[config.mk]
export PLATFORM = sky130hd
export DESIGN_NAME = avalon_aes_interface_flat
export DESIGN_NICKNAME = d
export VERILOG_FILES = /design/src/design/aes_pkg.sv /design/src/design/aes_ctrl_if.sv /design/src/design/avalon_aes_interface.sv /design/src/flat_wrapper.sv
export SDC_FILE = /design/constraint.sdc
export NUM_CORES = 1
export LEC_CHECK = 0
export BUFFER_PORTS_ARGS = -buffer_cell sky130_fd_sc_hd__buf_2
export CAP_MARGIN = 20
export CORE_ASPECT_RATIO = 0.7
export CORE_UTILIZATION = 25
export DETAILED_ROUTE_END_ITERATION = 7
export PLACE_DENSITY = 0.4
export SLEW_MARGIN = 20
export SYNTH_ARGS = -nofsm -noshare
export SYNTH_HDL_FRONTEND = slang
export SYNTH_SLANG_ARGS = --single-unit
[constraint.sdc]
create_clock -name CLK -period 4.59 [get_ports CLK]
set_input_delay 0.6885 -clock CLK [delete_from_list [all_inputs] [get_ports CLK]]
set_output_delay 0.6885 -clock CLK [all_outputs]
set_load 0.03 [all_outputs]
[src/design/aes_pkg.sv]
//////////////////////////////////////////////////
// AES shared definitions
// Block type seen as bus words or state bytes,
// substitution tables, round constants and the
// control register addresses
//////////////////////////////////////////////////
package aes_pkg;

	// One 128-bit block. words[3] is bus word 0, bytes[15] is AES byte 0
	typedef union packed {
		logic [3:0][31:0] words;
		logic [15:0][7:0] bytes;
	} aes_block_t;

	typedef logic [127:0] aes_round_key_t;

	localparam logic [3:0] addr_start = 4'd14;
	localparam logic [3:0] addr_done  = 4'd15;
	localparam logic [3:0] aes_rounds = 4'd10;

	// Forward S-box, entry 0 first
	localparam logic [0:255][7:0] sbox_table = {
		128'h637c777bf26b6fc53001672bfed7ab76,
		128'hca82c97dfa5947f0add4a2af9ca472c0,
		128'hb7fd9326363ff7cc34a5e5f171d83115,
		128'h04c723c31896059a071280e2eb27b275,
		128'h09832c1a1b6e5aa0523bd6b329e32f84,
		128'h53d100ed20fcb15b6acbbe394a4c58cf,
		128'hd0efaafb434d338545f9027f503c9fa8,
		128'h51a3408f929d38f5bcb6da2110fff3d2,
		128'hcd0c13ec5f974417c4a77e3d645d1973,
		128'h60814fdc222a908846eeb814de5e0bdb,
		128'he0323a0a4906245cc2d3ac629195e479,
		128'he7c8376d8dd54ea96c56f4ea657aae08,
		128'hba78252e1ca6b4c6e8dd741f4bbd8b8a,
		128'h703eb5664803f60e613557b986c11d9e,
		128'he1f8981169d98e949b1e87e9ce5528df,
		128'h8ca1890dbfe6426841992d0fb054bb16
	};

	// Inverse S-box
	localparam logic [0:255][7:0] inv_sbox_table = {
		128'h52096ad53036a538bf40a39e81f3d7fb,
		128'h7ce339829b2fff87348e4344c4dee9cb,
		128'h547b9432a6c2233dee4c950b42fac34e,
		128'h082ea16628d924b2765ba2496d8bd125,
		128'h72f8f66486689816d4a45ccc5d65b692,
		128'h6c704850fdedb9da5e154657a78d9d84,
		128'h90d8ab008cbcd30af7e45805b8b34506,
		128'hd02c1e8fca3f0f02c1afbd0301138a6b,
		128'h3a9111414f67dcea97f2cfcef0b4e673,
		128'h96ac7422e7ad3585e2f937e81c75df6e,
		128'h47f11a711d29c5896fb7620eaa18be1b,
		128'hfc563e4bc6d279209adbc0fe78cd5af4,
		128'h1fdda8338807c731b11210592780ec5f,
		128'h60517fa919b54a0d2de57a9f93c99cef,
		128'ha0e03b4dae2af5b0c8ebbb3c83539961,
		128'h172b047eba77d626e169146355210c7d
	};

	function automatic logic [7:0] sub_byte(input logic [7:0] b);
		return sbox_table[b];
	endfunction

	function automatic logic [7:0] inv_sub_byte(input logic [7:0] b);
		return inv_sbox_table[b];
	endfunction

	// Round constant, rounds 1 to 10
	function automatic logic [7:0] rcon(input logic [3:0] round);
		case (round)
			4'd1:    return 8'h01;
			4'd2:    return 8'h02;
			4'd3:    return 8'h04;
			4'd4:    return 8'h08;
			4'd5:    return 8'h10;
			4'd6:    return 8'h20;
			4'd7:    return 8'h40;
			4'd8:    return 8'h80;
			4'd9:    return 8'h1b;
			4'd10:   return 8'h36;
			default: return 8'h00;
		endcase
	endfunction

endpackage

[src/design/aes_ctrl_if.sv]
//////////////////////////////////////////////////
// Control link between register block and
// decrypt engine
//////////////////////////////////////////////////
`timescale 1ns/100ps

interface aes_ctrl_if;
	import aes_pkg::*;

	aes_block_t key;     // Cipher key from bus words 0-3
	aes_block_t cipher;  // Ciphertext from bus words 4-7
	logic       start;   // One-cycle start strobe
	aes_block_t plain;   // Result, valid with done_pulse
	logic       done_pulse;

	modport regs (
		output key, cipher, start,
		input  plain, done_pulse
	);

	modport engine (
		input  key, cipher, start,
		output plain, done_pulse
	);

endinterface

[src/design/avalon_aes_interface.sv]
//////////////////////////////////////////////////
// Memory-mapped register block for the AES
// decrypt engine. 16 words with byte-enable
// merge, registered reads, start strobe and
// the export conduit
//////////////////////////////////////////////////
`timescale 1ns/100ps

module avalon_aes_interface (
	input  logic        CLK,
	input  logic        reset,
	input  logic        avl_read,
	input  logic        avl_write,
	input  logic        avl_cs,
	input  logic [3:0]  avl_byte_en,
	input  logic [3:0]  avl_addr,
	input  logic [31:0] avl_writedata,
	output logic [31:0] avl_readdata,
	output logic [31:0] export_data,
	aes_ctrl_if.regs    ctrl
);
	import aes_pkg::*;

	aes_block_t  key_reg;
	aes_block_t  cipher_reg;
	aes_block_t  plain_reg;     // Loaded by the engine only
	logic [31:0] scratch_reg;   // Shared by words 12 and 13
	logic [31:0] start_reg;
	logic        done_bit;
	logic [31:0] read_reg;
	logic        start_pulse;

	logic        wr_en;
	logic        rd_en;
	logic [1:0]  widx;
	logic [31:0] old_word;
	logic [31:0] merged;
	logic        start_hit;

	assign wr_en = avl_cs && avl_write;
	assign rd_en = avl_cs && avl_read && !avl_write;
	assign widx  = 2'd3 - avl_addr[1:0];   // Lowest address holds the top word

	// Addressed word, shared by the write merge and the read path
	always_comb begin
		if (avl_addr < 4'd4)
			old_word = key_reg.words[widx];
		else if (avl_addr < 4'd8)
			old_word = cipher_reg.words[widx];
		else if (avl_addr < 4'd12)
			old_word = plain_reg.words[widx];
		else if (avl_addr == addr_start)
			old_word = start_reg;
		else if (avl_addr == addr_done)
			old_word = {31'd0, done_bit};
		else
			old_word = scratch_reg;

		// Byte by byte, any enable pattern
		for (int b = 0; b < 4; b++)
			merged[8*b +: 8] = avl_byte_en[b] ? avl_writedata[8*b +: 8] : old_word[8*b +: 8];
	end

	assign start_hit = wr_en && (avl_addr == addr_start) && merged[0];

	always_ff @(posedge CLK) begin
		if (reset) begin
			key_reg     <= '0;
			cipher_reg  <= '0;
			plain_reg   <= '0;
			scratch_reg <= 32'd0;
			start_reg   <= 32'd0;
			done_bit    <= 1'b0;
			read_reg    <= 32'd0;
			start_pulse <= 1'b0;
		end else begin
			start_pulse <= start_hit;

			if (wr_en) begin
				case (avl_addr[3:2])
					2'd0: key_reg.words[widx] <= merged;
					2'd1: cipher_reg.words[widx] <= merged;
					2'd3: begin
						if (avl_addr == addr_start)
							start_reg <= merged;
						else if (avl_addr != addr_done)
							scratch_reg <= merged;
					end
					default: ;   // Plaintext words belong to the engine
				endcase
			end

			if (rd_en)
				read_reg <= old_word;

			if (ctrl.done_pulse)
				plain_reg <= ctrl.plain;

			// A new start wins over a result landing in the same cycle
			if (start_hit)
				done_bit <= 1'b0;
			else if (ctrl.done_pulse)
				done_bit <= 1'b1;
		end
	end

	assign ctrl.key    = key_reg;
	assign ctrl.cipher = cipher_reg;
	assign ctrl.start  = start_pulse;

	assign avl_readdata = read_reg;
	assign export_data  = {cipher_reg.words[3][31:16], cipher_reg.words[0][15:0]};

	// Engine expects isolated strobes
	a_start_single: assert property (@(posedge CLK) disable iff (reset)
		start_pulse |=> !start_pulse);

endmodule

[src/flat_wrapper.sv]
// flat-port wrapper written by rule: the top's interface ports become plain ports
module avalon_aes_interface_flat import aes_pkg::*;
  (CLK, reset, avl_read, avl_write, avl_cs, avl_byte_en, avl_addr, avl_writedata, avl_readdata, export_data, ctrl_key, ctrl_cipher, ctrl_start, ctrl_plain, ctrl_done_pulse);
  aes_ctrl_if ctrl_i ();
  input  logic CLK;
  input  logic reset;
  input  logic avl_read;
  input  logic avl_write;
  input  logic avl_cs;
  input  logic [3:0] avl_byte_en;
  input  logic [3:0] avl_addr;
  input  logic [31:0] avl_writedata;
  output logic [31:0] avl_readdata;
  output logic [31:0] export_data;
  output wire logic [$bits(ctrl_i.key)-1:0] ctrl_key;
  output wire logic [$bits(ctrl_i.cipher)-1:0] ctrl_cipher;
  output wire logic [$bits(ctrl_i.start)-1:0] ctrl_start;
  input wire logic [$bits(ctrl_i.plain)-1:0] ctrl_plain;
  input wire logic [$bits(ctrl_i.done_pulse)-1:0] ctrl_done_pulse;
  assign ctrl_key = ctrl_i.key;
  assign ctrl_cipher = ctrl_i.cipher;
  assign ctrl_start = ctrl_i.start;
  assign ctrl_i.plain = ctrl_plain;
  assign ctrl_i.done_pulse = ctrl_done_pulse;
  avalon_aes_interface u_core (.CLK(CLK), .reset(reset), .avl_read(avl_read), .avl_write(avl_write), .avl_cs(avl_cs), .avl_byte_en(avl_byte_en), .avl_addr(avl_addr), .avl_writedata(avl_writedata), .avl_readdata(avl_readdata), .export_data(export_data), .ctrl(ctrl_i));
endmodule
==> qor.tcl <==
set qor(critical_path.n_buffers_inverters) 3
set qor(max_freq_ghz) 0.3284
set qor(postPlaceCellArea_sq_um) 25900
set qor(grt_pass1_vias) 18650
set qor(postSynthAreaPerCell_sq_um) 10.60
set qor(worst_hold_path_type) {input port to flop}
set qor(netlist_top_cells_area) {sky130_fd_sc_hd__dfxtp_1 43%, sky130_fd_sc_hd__mux2i_1 22%, sky130_fd_sc_hd__o22ai_1 8.6%}
set qor(ys_async_sr_fraction) 0
set qor(netlist_instances) 2140
set qor(core.rowCount) 92
set qor(path_delay_family) {compound AO/OA/AOI/OAI gates}
set qor(totalWireLength_mm) 95.61
set qor(irDropWorstVdd_uv) 286.3
set qor(hold_slack_ps) 304.0
set qor(floorplan.initialDensity) 0.2522
set qor(path_max_fanout) 64
set qor(global_route_wire_length_before_repair_mm) 135.0
set qor(syn-cell-area_sq_um) 22680
set qor(maxSlewViolCount) 0
set qor(synthesis.nets) 2314
set qor(area_share_of_the_largest_cell_type_after_synthesis) 0.4255
set qor(post-route-drc-count) 0
set qor(totalNegativeSetupSlack_ps) 0
set qor(dp_hpwl_mm) 63.89
set qor(drt_pre_antenna_iters) 5
set qor(power_leakage_nw) 10.65
set qor(detail_route.iter0.violations) 1259
set qor(seq_area_frac_synth) 0.4255
set qor(synth_edf_count) 0
set qor(antenna_violations_before_repair) 8
set qor(startpoint_type_of_the_worst_setup_path) {input port}
set qor(final-setup-viol-count) 0
set qor(fin_crit_ps) 3045
set qor(core-area_sq_um) 89900
set qor(stdcell_area_sq_um) 27680
set qor(worst_skew_pair.late_latency_ps) 620
set qor(worst_setup_path_end_kind) {flop}
set qor(min_period_over_period) 0.6634
set qor(flow.area_growth_from_synthesis_pct) 22.06
set qor(power_density_nw_per_um2) 350.2
set qor(worst_path_largest_cell_delay_ps) 780
set qor(post_route_cells_drive_above_1_share) 0.3043
set qor(post-route-util) 0.3079
set qor(tritoncts.num_buffers) 54
set qor(clk_transition_reported_paths_ps) 60
set qor(antenna_violation_net_count_after_detailed_routing) 0
set qor(num_vias) 18930
set qor(globalRouteTotalUtil) 0.1990
set qor(die_w_microns) 362.0
set qor(setup_skew_ps) 16.48
set qor(design.die.area_sq_um) 91930
set qor(placement.io_buffers) 494
set qor(cts.sink_count) 482
set qor(clock_tree.root_cell) {sky130_fd_sc_hd__clkbuf_16}
set qor(maxSlewHeadroom) 0.2984
set qor(clockBufferDepth) 3
set qor(post_cts_resize_count) 0
set qor(worst-setup-path-type) {input port to flop}
set qor(synth_seq_cells) 482
set qor(finish.net_count) 2669
set qor(run_status) {finished, final reports clean}
set qor(area_occupied_by_multi_input_gates_sq_um) 11630
set qor(biggest_area_consumer_among_synthesized_cells) {sky130_fd_sc_hd__dfxtp_1}
set qor(avgViaCountPerCell) 5.029
set qor(grt_max_degree) 180
set qor(fillers) 9275
set qor(worst_margin_pin_slew_ps) 1052
set qor(ys_warn_count) 0
set qor(die_height_microns) 254.0
set qor(io-pin-count) 495
set qor(setup_repair_after_global_routing_missed_its_margin) {no}
set qor(globalplace.congestion) 0.7991
set qor(drt-wirelength-per-cell_microns) 25.39
set qor(max_cap_viol_count) 0
set qor(critPathSlowestCell) {sky130_fd_sc_hd__a22oi_1}
set qor(global_route.overflow_total) 0
set qor(cts_tree) {yes}
set qor(timing.critical_path.required_ps) 5050
set qor(synth.lib_cells_used.distinct) 39
set qor(cp.arrival_ps) 3500
set qor(cts_max_level) 2
set qor(final_hold_viol_count) 0
set qor(sequential_cell_area_sq_um) 9649
set qor(crit_path_cell_trace) {buf_6 > buf_4 > nor2b_4 > buf_12 > a221oi_1 > a22oi_1 > o22ai_1}
set qor(post_cts_buffers) 0
set qor(dominantRegCellSynth) {sky130_fd_sc_hd__dfxtp_1}
set qor(cts_hold_buf) 0
## final cells by class
| type | instances | area share |
|---|---|---|
| multi-input combinational | 1395 | 0.4201 |
| sequential | 482 | 0.3486 |
| timing repair buffer | 559 | 0.1115 |
| clock buffer | 88 | 0.06116 |
| tap | 1222 | 0.05524 |
| clock inverter | 13 | 0.002712 |
| inverter | 3 | 0.0004520 |
| antenna | 3 | 0.0002712 |
## power by group
group | internal (W) | leakage [nW] | total (W) | switching [W]
Sequential | 0.00428 | 3.91 | 0.00435 | 0.0000619
Combinational | 0.000350 | 5.86 | 0.000955 | 0.000604
Clock | 0.00251 | 0.877 | 0.00439 | 0.00188
Total | 0.00714 | 10.7 | 0.00969 | 0.00255
## Yosys cell counts (all sizes together), types with 4 or more instances
master and n:
a211oi 32, a221oi 32, a22oi 31, a311oi 4, and2 32, buf 139
clkbuf 121, dfxtp 482, mux2 32, mux2i 508, mux4 63, nand2 49
nand2b 38, nand3 31, nand3b 34, nor2 177, nor2b 4, nor3 4
o21ai 5, o22ai 310
## worst register-to-register path, stage by stage (launching register included)
cell and delay [ps]:
sky130_fd_sc_hd__dfxtp_1 340, sky130_fd_sc_hd__mux4_2 470, sky130_fd_sc_hd__mux2_2 290, sky130_fd_sc_hd__a22oi_1 830, sky130_fd_sc_hd__o22ai_1 220
## per-stage QoR
stage | worst slack (ps) | instances | total power, W
6_report | 1545 | 3765 | 0.009694
5_1_grt | 1332 | 3764 | 0.01004
4_1_cts | 1570 | 3762 | 0.009815
3_5_place_dp | 913.3 | 3661 | 0.005398
3_3_place_gp | 927.4 | 3661 | 0.005386
2_1_floorplan | 2173 | 2140 | 0.005087
## kinds of logic after synthesis
family | share of synthesized area
simple gates | 0.07973
mux | 0.3027
compound gates | 0.1274
flops | 0.4255
buf+inv | 0.06467
## per-layer routing
layer	share of wire	vias up	GRT usage
met5	0.00030	-	0
met4	0.015	6	0.04116
met3	0.058	104	0.04009
met2	0.45	568	0.3089
met1	0.48	9539	0.2830
li1	-	8716	-
## worst paths after layout
check	start	end	slack [ps]	cells past startpoint
worst max register to register	u_core.ctrl.key[103]$_SDFFE_PP0P_	u_core.ctrl.cipher[7]$_SDFFE_PP0P_	2290	4
worst min register to register	u_core.plain_reg[32]$_SDFFE_PP0P_	u_core.plain_reg[32]$_SDFFE_PP0P_	490	2
worst min-delay path	ctrl_plain[11]	u_core.plain_reg[11]$_SDFFE_PP0P_	300	3
worst max-delay path	avl_addr[3]	u_core.start_reg[23]$_SDFFE_PP0P_	1550	7
## cells in the final DEF (no fill, tap or decap), types with 2 or more instances in the layout
cell	synthesis	layout
sky130_fd_sc_hd__mux2i_1	508	508
sky130_fd_sc_hd__buf_2	35	489
sky130_fd_sc_hd__dfxtp_1	482	482
sky130_fd_sc_hd__o22ai_1	310	310
sky130_fd_sc_hd__nor2_1	171	169
sky130_fd_sc_hd__mux4_2	63	63
sky130_fd_sc_hd__buf_4	59	59
sky130_fd_sc_hd__clkbuf_16	0	57
sky130_fd_sc_hd__nand2_1	49	49
sky130_fd_sc_hd__nand2b_1	38	38
sky130_fd_sc_hd__nand3b_1	34	34
sky130_fd_sc_hd__and2_1	32	32
sky130_fd_sc_hd__mux2_2	32	32
sky130_fd_sc_hd__a221oi_1	32	32
sky130_fd_sc_hd__a211oi_1	32	32
sky130_fd_sc_hd__nand3_1	31	31
sky130_fd_sc_hd__a22oi_2	20	20
sky130_fd_sc_hd__clkbuf_8	0	16
sky130_fd_sc_hd__clkbuf_1	121	16
sky130_fd_sc_hd__clkinv_2	0	11
sky130_fd_sc_hd__a22oi_1	11	11
sky130_fd_sc_hd__nor2_4	0	8
sky130_fd_sc_hd__buf_12	3	7
sky130_fd_sc_hd__a311oi_1	4	4
sky130_fd_sc_hd__o21ai_0	4	4
sky130_fd_sc_hd__diode_2	0	3
sky130_fd_sc_hd__nor3_2	0	3
sky130_fd_sc_hd__nor2b_1	4	3
sky130_fd_sc_hd__inv_1	2	2
sky130_fd_sc_hd__clkinv_4	0	2
sky130_fd_sc_hd__buf_8	0	2
(Power assumes the default switching activity.)
